File: src/logic/python_pkg.sv
`default_nettype none

package python_pkg;

	// --------------------------------------------------
	// lane geometry
	// --------------------------------------------------
	// number of data lanes without the control lane
	localparam int CHANNEL_NUM = 4;
	// bits per word and clocks per slot
	localparam int DATA_WIDTH = 10;
	// width of the bit position counter
	localparam int SLOT_CNT_W = $clog2(DATA_WIDTH);
	// size fields of the frame config
	localparam int DIM_W = 12;

	// --------------------------------------------------
	// sync codes
	// --------------------------------------------------
	// frame start
	localparam logic [DATA_WIDTH-1:0] CODE_FS = 10'h2AA;
	// line start
	localparam logic [DATA_WIDTH-1:0] CODE_LS = 10'h0AA;
	// line end
	localparam logic [DATA_WIDTH-1:0] CODE_LE = 10'h12A;
	// frame end
	localparam logic [DATA_WIDTH-1:0] CODE_FE = 10'h3AA;
	// training word also sent while idle
	localparam logic [DATA_WIDTH-1:0] CODE_TR = 10'h3A6;

	// control word bit positions with all other bits zero
	localparam int CTRL_LV_BIT   = 0;
	localparam int CTRL_FV_BIT   = 1;
	localparam int CTRL_SYNC_BIT = 2;

	// --------------------------------------------------
	// types
	// --------------------------------------------------
	// run-time frame config
	typedef struct packed {
		logic [DIM_W-1:0] width_slots;
		logic [DIM_W-1:0] height;
		logic [DIM_W-1:0] line_hide;
		logic [DIM_W-1:0] frame_hide;
	} frame_cfg_t;

	// what one slot carries
	typedef enum logic [2:0] {
		IDLE, FS, LS, PIX, LE, FE, LHIDE, FHIDE
	} slot_kind_t;

	// one slot of the stream
	typedef struct packed {
		slot_kind_t       kind;
		logic [DIM_W-1:0] row;
		logic [DIM_W-1:0] slot;
	} slot_desc_t;

	// parallel load of the serializer
	typedef struct packed {
		logic [CHANNEL_NUM-1:0][DATA_WIDTH-1:0] data;
		logic [DATA_WIDTH-1:0]                  ctrl;
	} lane_word_t;

endpackage

`default_nettype wire

File: src/logic/frame_timing_gen.sv
`timescale 1ns/10ps
`default_nettype none

module frame_timing_gen (
	input  wire                          clk_python,
	input  wire                          i_rst_n,
	input  wire                          i_slot_strobe,
	input  wire                          i_cfg_req,
	input  wire python_pkg::frame_cfg_t  i_cfg,
	output logic                         o_cfg_ack,
	output python_pkg::slot_desc_t       o_slot
);
	import python_pkg::*;

	// active config, only loaded at a frame boundary
	frame_cfg_t cfg_q;
	// end markers of the running counters
	logic       last_row;
	logic       last_pix;
	logic       last_lhide;
	logic       last_fhide;
	// current slot is the last one of the frame
	logic       frame_done;
	// request taken at this strobe
	logic       cfg_take;
	slot_desc_t slot_next;

	// first slot of a frame
	// training first or straight to FS without frame_hide
	function automatic slot_desc_t frame_first(input frame_cfg_t cfg);
		slot_desc_t s;
		s.kind = (cfg.frame_hide != '0) ? FHIDE : FS;
		s.row  = '0;
		s.slot = '0;
		return s;
	endfunction

	// --------------------------------------------------
	// slot sequencing
	// --------------------------------------------------
	assign last_row   = (o_slot.row == cfg_q.height - 1'b1);
	assign last_pix   = (o_slot.slot == cfg_q.width_slots - 1'b1);
	assign last_lhide = (o_slot.slot == cfg_q.line_hide - 1'b1);
	assign last_fhide = (o_slot.slot == cfg_q.frame_hide - 1'b1);

	// FE closes the frame only without line hide
	assign frame_done = ((o_slot.kind == FE) && (cfg_q.line_hide == '0)) ||
		((o_slot.kind == LHIDE) && last_row && last_lhide);

	// accept only in idle or at frame end and only on a fresh req
	assign cfg_take = i_cfg_req && !o_cfg_ack && ((o_slot.kind == IDLE) || frame_done);

	always_comb begin
		slot_next = o_slot;
		case (o_slot.kind)
			FHIDE: begin
				if (last_fhide) begin
					slot_next.kind = FS;
					slot_next.slot = '0;
				end else begin
					slot_next.slot = o_slot.slot + 1'b1;
				end
			end
			FS, LS: begin
				slot_next.kind = PIX;
				slot_next.slot = '0;
			end
			PIX: begin
				if (last_pix) begin
					slot_next.kind = last_row ? FE : LE;
					slot_next.slot = '0;
				end else begin
					slot_next.slot = o_slot.slot + 1'b1;
				end
			end
			LE, FE: begin
				if (cfg_q.line_hide != '0) begin
					slot_next.kind = LHIDE;
					slot_next.slot = '0;
				end else if (o_slot.kind == LE) begin
					slot_next.kind = LS;
					slot_next.row  = o_slot.row + 1'b1;
					slot_next.slot = '0;
				end else begin
					// repeat with the active config
					slot_next = frame_first(cfg_q);
				end
			end
			LHIDE: begin
				if (!last_lhide) begin
					slot_next.slot = o_slot.slot + 1'b1;
				end else if (last_row) begin
					slot_next = frame_first(cfg_q);
				end else begin
					slot_next.kind = LS;
					slot_next.row  = o_slot.row + 1'b1;
					slot_next.slot = '0;
				end
			end
			// idle waits for a config
			default: slot_next = o_slot;
		endcase
	end

	// --------------------------------------------------
	// state and handshake
	// --------------------------------------------------
	always_ff @(posedge clk_python or negedge i_rst_n) begin
		if (!i_rst_n) begin
			o_cfg_ack   <= 1'b0;
			o_slot.kind <= IDLE;
			o_slot.row  <= '0;
			o_slot.slot <= '0;
		end else if (i_slot_strobe) begin
			if (cfg_take) begin
				o_cfg_ack <= 1'b1;
				o_slot    <= frame_first(i_cfg);
			end else begin
				o_slot <= slot_next;
				// ack drops once req is gone
				if (o_cfg_ack && !i_cfg_req) begin
					o_cfg_ack <= 1'b0;
				end
			end
		end
	end

	always_ff @(posedge clk_python) begin
		if (i_slot_strobe && cfg_take) begin
			cfg_q <= i_cfg;
		end
	end

endmodule

`default_nettype wire

File: src/logic/sync_word_mux.sv
`timescale 1ns/10ps
`default_nettype none

module sync_word_mux (
	input  wire python_pkg::slot_desc_t  i_slot,
	output python_pkg::lane_word_t       o_words
);
	import python_pkg::*;

	// ramp value of lane 0
	logic [DATA_WIDTH-1:0] pix_base;
	// code for the sync slot kinds
	logic [DATA_WIDTH-1:0] sync_code;

	// row*64 + slot*4 wrapped to the word width
	assign pix_base = DATA_WIDTH'({i_slot.row, 6'b0} + {i_slot.slot, 2'b0});

	// --------------------------------------------------
	// sync code select
	// --------------------------------------------------
	always_comb begin
		case (i_slot.kind)
			FS:      sync_code = CODE_FS;
			LS:      sync_code = CODE_LS;
			LE:      sync_code = CODE_LE;
			FE:      sync_code = CODE_FE;
			default: sync_code = CODE_TR;
		endcase
	end

	// --------------------------------------------------
	// lane words and control word
	// --------------------------------------------------
	always_comb begin
		// training and zero control by default
		o_words.data = {CHANNEL_NUM{CODE_TR}};
		o_words.ctrl = '0;
		case (i_slot.kind)
			PIX: begin
				// each lane one step up the ramp
				for (int c = 0; c < CHANNEL_NUM; c++) begin
					o_words.data[c] = pix_base + DATA_WIDTH'(c);
				end
				o_words.ctrl[CTRL_LV_BIT] = 1'b1;
				o_words.ctrl[CTRL_FV_BIT] = 1'b1;
			end
			FS, FE: begin
				o_words.data = {CHANNEL_NUM{sync_code}};
				o_words.ctrl[CTRL_SYNC_BIT] = 1'b1;
				o_words.ctrl[CTRL_FV_BIT]   = 1'b1;
			end
			LS, LE: begin
				// line codes also carry LV
				o_words.data = {CHANNEL_NUM{sync_code}};
				o_words.ctrl[CTRL_SYNC_BIT] = 1'b1;
				o_words.ctrl[CTRL_FV_BIT]   = 1'b1;
				o_words.ctrl[CTRL_LV_BIT]   = 1'b1;
			end
			LHIDE: begin
				// still inside the frame
				o_words.ctrl[CTRL_FV_BIT] = 1'b1;
			end
			default: begin
				o_words.ctrl = '0;
			end
		endcase
	end

endmodule

`default_nettype wire

File: src/logic/lane_serializer.sv
`timescale 1ns/10ps
`default_nettype none

module lane_serializer (
	input  wire                                 clk_python,
	input  wire                                 i_rst_n,
	input  wire python_pkg::lane_word_t         i_words,
	output logic                                o_slot_strobe,
	output logic [python_pkg::CHANNEL_NUM-1:0]  o_data,
	output logic                                o_ctrl
);
	import python_pkg::*;

	// bit position inside the slot
	logic [SLOT_CNT_W-1:0] bit_cnt;
	// four data shifters plus the control shifter
	lane_word_t            shift_q;

	// --------------------------------------------------
	// bit-slot counter
	// --------------------------------------------------
	always_ff @(posedge clk_python or negedge i_rst_n) begin
		if (!i_rst_n) begin
			bit_cnt <= '0;
		end else if (o_slot_strobe) begin
			bit_cnt <= '0;
		end else begin
			bit_cnt <= bit_cnt + 1'b1;
		end
	end

	// last clock of the slot
	assign o_slot_strobe = (bit_cnt == SLOT_CNT_W'(DATA_WIDTH - 1));

	// --------------------------------------------------
	// shift registers, MSB first
	// --------------------------------------------------
	always_ff @(posedge clk_python or negedge i_rst_n) begin
		if (!i_rst_n) begin
			shift_q.data <= {CHANNEL_NUM{CODE_TR}};
			shift_q.ctrl <= '0;
		end else if (o_slot_strobe) begin
			// next word goes out in the following slot
			shift_q <= i_words;
		end else begin
			for (int c = 0; c < CHANNEL_NUM; c++) begin
				shift_q.data[c] <= {shift_q.data[c][DATA_WIDTH-2:0], 1'b0};
			end
			shift_q.ctrl <= {shift_q.ctrl[DATA_WIDTH-2:0], 1'b0};
		end
	end

	// top bit of each lane
	always_comb begin
		for (int c = 0; c < CHANNEL_NUM; c++) begin
			o_data[c] = shift_q.data[c][DATA_WIDTH-1];
		end
	end
	assign o_ctrl = shift_q.ctrl[DATA_WIDTH-1];

endmodule

`default_nettype wire

File: src/logic/python_lvds_tx.sv
`timescale 1ns/10ps
`default_nettype none

module python_lvds_tx (
	input  wire                                 clk_python,
	input  wire                                 i_rst_n,
	input  wire                                 i_cfg_req,
	input  wire python_pkg::frame_cfg_t         i_cfg,
	output logic                                o_cfg_ack,
	output logic [python_pkg::CHANNEL_NUM-1:0]  o_data,
	output logic                                o_ctrl
);
	import python_pkg::*;

	// --------------------------------------------------
	// internal links
	// --------------------------------------------------
	// slot due next, from the timing generator
	slot_desc_t slot;
	// words for that slot
	lane_word_t words;
	// slot boundary from the serializer
	logic       slot_strobe;

	// frame and line sequencing
	frame_timing_gen u_frame_timing_gen (
		.clk_python    (clk_python),
		.i_rst_n       (i_rst_n),
		.i_slot_strobe (slot_strobe),
		.i_cfg_req     (i_cfg_req),
		.i_cfg         (i_cfg),
		.o_cfg_ack     (o_cfg_ack),
		.o_slot        (slot)
	);

	// slot to lane words
	sync_word_mux u_sync_word_mux (
		.i_slot  (slot),
		.o_words (words)
	);

	// serial out
	lane_serializer u_lane_serializer (
		.clk_python    (clk_python),
		.i_rst_n       (i_rst_n),
		.i_words       (words),
		.o_slot_strobe (slot_strobe),
		.o_data        (o_data),
		.o_ctrl        (o_ctrl)
	);

endmodule

`default_nettype wire

File: config.mk
export PLATFORM = sky130hd
export DESIGN_NAME = python_lvds_tx
export DESIGN_NICKNAME = d
export VERILOG_FILES = /design/src/logic/python_pkg.sv /design/src/logic/frame_timing_gen.sv /design/src/logic/sync_word_mux.sv /design/src/logic/lane_serializer.sv /design/src/logic/python_lvds_tx.sv
export SDC_FILE = /design/constraint.sdc
export NUM_CORES = 1
export LEC_CHECK = 0
export ABC_AREA = 0
export BUFFER_PORTS_ARGS = -buffer_cell sky130_fd_sc_hd__buf_4
export CAP_MARGIN = 30
export CORE_MARGIN = 2
export CORE_UTILIZATION = 66
export DETAILED_ROUTE_END_ITERATION = 8
export PLACE_DENSITY = 0.91
export SYNTH_ARGS = -nofsm -noshare
export SYNTH_HDL_FRONTEND = slang
export SYNTH_HIERARCHICAL = 1
export SYNTH_SLANG_ARGS = --single-unit
File: constraint.sdc
create_clock -name clk_python -period 10.05 [get_ports clk_python]
set_input_delay 0 -clock clk_python [delete_from_list [all_inputs] [get_ports clk_python]]
set_output_delay 0 -clock clk_python [all_outputs]
set_load 0.005 [all_outputs]
Word level (Yosys, flattened, before mapping)
Index checks and enable logic that the tools add are counted.

Memories kept: 0. Bits in registers: 130. Input port bits: 51. Memory bits (writable): 0. Latch bits: 0. Bits in read-only memories: 0. Logic and storage cells: 96. Output and inout bits: 6.

Reductions and logical operators: 28. Bitwise operators: 0. Multiply operators: 0. Multiplexer cells: 27. Shift-type cells: 0. Order comparisons: 0. Divide/modulo/power cells: 0. Eq/ne operators: 16. Add/subtract/negate cells: 11.

Operators with widths (count): two-way mux 27 bit (3); case mux 40 bit (2 select lines) (1); two-way mux 12 bit (5); case mux 12 bit (5 select lines) (1); two-way mux 50 bit (1); == test 12 bit (4); subtractor 12 x 1 -> 12 bit, second input constant (4); case mux 10 bit (4 select lines) (1); nonzero test 12 bit (3); adder 12 x 1 -> 12 bit, second input constant (2); case mux 12 bit (2 select lines) (1); adder 10 x 2 -> 10 bit, second input constant (2); two-way mux 15 bit (1); two-way mux 3 bit (5); case mux 3 bit (5 select lines) (1); == test 3 bit, second input constant (4); zero test 12 bit (1); adder 10 x 1 -> 10 bit, second input constant (1); adder 10 bit (1); inequality test 3 x 1 -> 1 bit, second input constant (3); logical AND 1 bit (7); == test 3 x 2 -> 1 bit, second input constant (2); two-way mux 1 bit (6); nonzero test 6 bit (1); 17 further kinds (21).

Longest topological paths before layout
Depth in word-level cells: 9. Depth in mapped cells: 13. Gate-level depth less buffers: 11.

Cells and area by module
Netlist, hierarchy kept.

Modules (own cells, without submodules): frame_timing_gen (cells each 498, seq. area each 2142.1 um2, instances 1, area an instance 4888.4 um2); lane_serializer (cells each 124, seq. area each 1381.3 um2, instances 1, area an instance 2093.3 um2); sync_word_mux (cells each 76, seq. area each 0.0 um2, instances 1, area an instance 548.0 um2).

Least setup slack after synthesis
OpenSTA, ideal clock, no wires.

Kind: register to register. From: register u_frame_timing_gen/cfg_q[14] (netlist name). To: register u_frame_timing_gen/cfg_q[0] (netlist name) (enable). Cell stages (with the launch flop): 9. Data required time: 9.640 ns. Library setup time: 0.410 ns. Setup slack: 5.879 ns. Path buffers: 1. Data arrival time: 3.761 ns. Period minus slack after synthesis: 4.171 ns. Cells stage by stage: edfxtp_1 -> buf_6 -> or4_4 -> or4_1 -> a21o_1 -> a32o_1 -> nand4bb_1 -> a221oi_1 -> and2_1.

Cells in the longest elaborated chain, start to end: 7. Elaborated cells on any way between the ends: 9. Classes of those cells: add/sub (1); eq/ne (1); reduce/logical (7).

Ends and longest elaborated chain: from (decl) (RTL line frame_timing_gen.sv:16) `frame_cfg_t cfg_q;`; from (signal assigned) (RTL line frame_timing_gen.sv:130) `cfg_q <= i_cfg;`; subtractor 12 x 1 -> 12 bit (RTL line frame_timing_gen.sv:43) `assign last_lhide = (o_slot.slot == cfg_q.line_hide - 1'b1);`; == test 12 bit (RTL line frame_timing_gen.sv:43); logical AND 1 bit (RTL line frame_timing_gen.sv:48) `((o_slot.kind == LHIDE) && last_row && last_lhide);`; logical OR 1 bit * (RTL line frame_timing_gen.sv:47) `assign frame_done = ((o_slot.kind == FE) && (cfg_q.line_hide == '0)) ||`; logical OR 1 bit * (RTL line frame_timing_gen.sv:51) `assign cfg_take = i_cfg_req && !o_cfg_ack && ((o_slot.kind == IDLE) || frame_done);`; logical AND 1 bit * (RTL line frame_timing_gen.sv:51); logical AND 1 bit * (RTL line frame_timing_gen.sv:129) `if (i_slot_strobe && cfg_take) begin`.

Every way passes the cells marked *; elsewhere a longest branch is shown, timed or not. A chain may end at the register's enable or synchronous reset.

Worst setup path after layout
From: register u_frame_timing_gen/cfg_q[38] (netlist name). To: register u_frame_timing_gen/o_slot[0] (netlist name).

Cells in the longest elaborated chain, start to end: 5.

Ends and longest elaborated chain: subtractor 12 x 1 -> 12 bit (RTL line frame_timing_gen.sv:42) `assign last_pix = (o_slot.slot == cfg_q.width_slots - 1'b1);`; == test 12 bit (RTL line frame_timing_gen.sv:42); two-way mux 12 bit (RTL line frame_timing_gen.sv:69) `if (last_pix) begin`; case mux 12 bit (5 select lines) (RTL line frame_timing_gen.sv:55) `case (o_slot.kind)`; two-way mux 27 bit (RTL line frame_timing_gen.sv:115) `if (cfg_take) begin`.

Every way passes these cells.

==> impl_metrics.env <==
export IMPL_hp_class="in2async"
export IMPL_clk_path_buf_depth=2
export IMPL_start_kind="flop"
export IMPL_synth_area_leader_cell="dfrtp_1"
export IMPL_drc=0
export IMPL_worstPathRequired_ps=10360
export IMPL_synth_flop_cell="dfrtp_1"
export IMPL_totalWireLength_um=17620
export IMPL_tightest_slew_ps=895.5
export IMPL_initial_utilization_pct=66.80
export IMPL_cap_violations=0
export IMPL_multi_input_area_um2=3446
export IMPL_drive_above_1_share_pct=23.16
export IMPL_synth_compound_area_share_pct=10.87
export IMPL_cts_resized_gates=0
export IMPL_core_area_um2=11270
export IMPL_die_h_um=110.8
export IMPL_p_sw_mw=0.2448
export IMPL_relSlewSlack_pct=39.75
export IMPL_fin_crit_sh_pct=41.47
export IMPL_ys_warn_count=6
export IMPL_post_synth_top_count_cell="dfrtp_1"
export IMPL_ys_seq_area_share_pct=46.79
export IMPL_yosysTopAreaCellShare_pct=19.28
export IMPL_first_iter_violations=523
export IMPL_gr_usage_all_layers_pct=29.05
export IMPL_grt_pass1_vias=5759
export IMPL_p_comb_share_pct=3.6
export IMPL_vias=5772
export IMPL_syn_area_per_cell_um2=10.79
export IMPL_p_seq_share_pct=46.5
export IMPL_post_synth_xor_area_fraction_pct=6.863
export IMPL_final_hold_viol_count=0
export IMPL_grt_pass1_wl_um=28050
export IMPL_io_buffers=56
export IMPL_powerDensity_nw_per_um2=135.3
export IMPL_areaGrowthSynthToFinish_pct=16.65
export IMPL_syn_area_um2=7530
export IMPL_cts_tree="yes"
export IMPL_grt_max_degree=83
export IMPL_hpwl_um=10490
export IMPL_nFillCells=623
export IMPL_drv_slew=0
export IMPL_cts_htree_levels=4
export IMPL_finClkSkew_ps=6.253
export IMPL_swShare_pct=20.60
export IMPL_setup_viol=0
export IMPL_synth_top_family_by_area="simple AND/OR/NAND/NOR gates"
export IMPL_p_leak_nw=3.598
export IMPL_worstSetupPathType="reg2reg"
export IMPL_layout_area_seq_um2=3523
export IMPL_synthAdderAreaFrac_pct=1.928
export IMPL_cts_clk_slew_worst_paths_ps=60
export IMPL_dr_pass1_iters=6
export IMPL_finalSetupTns_ps=0
export IMPL_die_area_um2=12280
export IMPL_yosys_register_bits=130
export IMPL_synth_cell_types=79
export IMPL_syn_instance_count=698
export IMPL_synth_edf_count=48
export IMPL_detail_route_vias_per_cell=6.301
export IMPL_period_needed_ps=4168
export IMPL_cts_root_buf="clkbuf_16"
export IMPL_antenna_found_initial=0
export IMPL_outcome="finished clean"
export IMPL_end_kind="flop"
export IMPL_postPlaceCellArea_um2=7674
export IMPL_nets=822
export IMPL_p_int_mw=0.9436
export IMPL_ys_top_cells_by_count="58 x dfrtp_1, 50 x mux2_2, 48 x edfxtp_1"
export IMPL_synthTopCellsByArea="dfrtp_1 19%, edfxtp_1 19%, dfstp_2 8.4%"
export IMPL_p_clk_share_pct=49.9
export IMPL_fin_total_pwr_mw=1.188
export IMPL_grt_setup_unrepaired="no"
export IMPL_ios=57
export IMPL_clock_sinks=130
export IMPL_gp_congestion=0.8840
export IMPL_antenna_cells=0
export IMPL_ir_drop_mv=0.1683
export IMPL_hold_buffers=50
export IMPL_fmax_mhz=239.9
export IMPL_worstPathMaxFanout=12
export IMPL_die_width_um=110.8
export IMPL_async_flop_share_pct=63.08
export IMPL_arrival_ps=4470
export IMPL_synth_simple_gate_area_share_pct=17.40
export IMPL_rows=39
export IMPL_design_area_um2=8783
export IMPL_clkLatencyLatePin_ps=430
export IMPL_grt_overflow=0
export IMPL_synth_mux_area_share_pct=8.142
export IMPL_postCtsSetupRepairBufs=0
export IMPL_routedWlPerCell_um=19.24
export IMPL_cts_buffers_inserted=17
export IMPL_drtAntennaViolNets=0
critical path: stages, from the launching register on:
cell,delay (ps)
edfxtp_1,510
nor4_1,820
nand4_1,340
xnor2_1,220
o22ai_1,200
o221ai_1,180
o211a_1,330
o31ai_2,770
nor2_1,330
mux2_2,360
cell type report:
cell class	instances	area share [%]
clock buffer	25	6.011
clock inverter	7	0.4701
inverter	26	1.111
multi-input combinational	476	39.23
sequential	130	40.11
tap	143	2.037
timing repair buffer	109	11.03
state kept, by name, summed over array words and instances, names as in the netlist:
register                      cells
u_frame_timing_gen/cfg_q         48
u_frame_timing_gen/o_cfg_ack      1
u_frame_timing_gen/o_slot        27
u_lane_serializer/bit_cnt         4
u_lane_serializer/o_ctrl          1
u_lane_serializer/o_data          4
u_lane_serializer/shift_q        45
worst paths after layout:
check                                              startpoint                             to  slack (ps)  depth (start not counted)
worst max register to register   u_frame_timing_gen/cfg_q[38]   u_frame_timing_gen/o_slot[0]        5880                          9
worst min register to register  u_lane_serializer/shift_q[20]  u_lane_serializer/shift_q[21]         480                          1
max in group asynchronous                             i_rst_n  u_lane_serializer/shift_q[38]        9330                          3
min in group clk_python                             i_cfg[35]   u_frame_timing_gen/cfg_q[35]         290                          2
worst max-delay path             u_frame_timing_gen/cfg_q[38]   u_frame_timing_gen/o_slot[0]        5880                          9
worst min-delay path                                  i_rst_n   u_lane_serializer/shift_q[6]          80                          2
metal layers:
layer	global-route usage (%)	routed length, um	up-vias
met5	0	0	-
met4	14.83	654	0
met3	6.397	1162	66
met2	49.20	8873	280
met1	35.03	6933	2816
li1	-	-	2610
power groups by stage:
stage / sequential (mW) / clock, mW / combinational [mW]
3_5_place_dp: 0.562 / 0 / 0.0255
4_1_cts: 0.552 / 0.598 / 0.0411
2_1_floorplan: 0.562 / 0 / 0.00644
6_report: 0.552 / 0.593 / 0.0432
5_1_grt: 0.552 / 0.627 / 0.0470
3_3_place_gp: 0.562 / 0 / 0.0245
cell usage in the layout (no fill, tap or decap), types with 24 or more instances in the layout:
master	instances
dfrtp_1	58
inv_1	26
xnor2_1	32
buf_4	57
dfstp_2	24
xor2_1	27
dlygate4sd3_1	50
nand2_1	33
edfxtp_1	48
mux2_2	50
nor2_1	31
nor3_1	28
metrics by stage:
stage / setup WS, ps / util, % / hold slack, ps / cells
detailed placement: 5891 / 68.08 / 179.3 / 832
finish: 5882 / 77.92 / 75.04 / 916
global placement: 5982 / 68.08 / 177.8 / 832
floorplan: 5879 / - / -295.6 / 707
CTS: 5854 / 77.57 / 271.8 / 914
global route: 5785 / 77.92 / 108.3 / 916
kinds of logic after synthesis:
group,count (synthesis)
xor+xnor,59
compound gates,111
simple gates,229
mux,55
other cells,2
fa+ha+maj,11
buf+inv,101
flops,130
No activity file was read; power rests on OpenSTA's default activity.
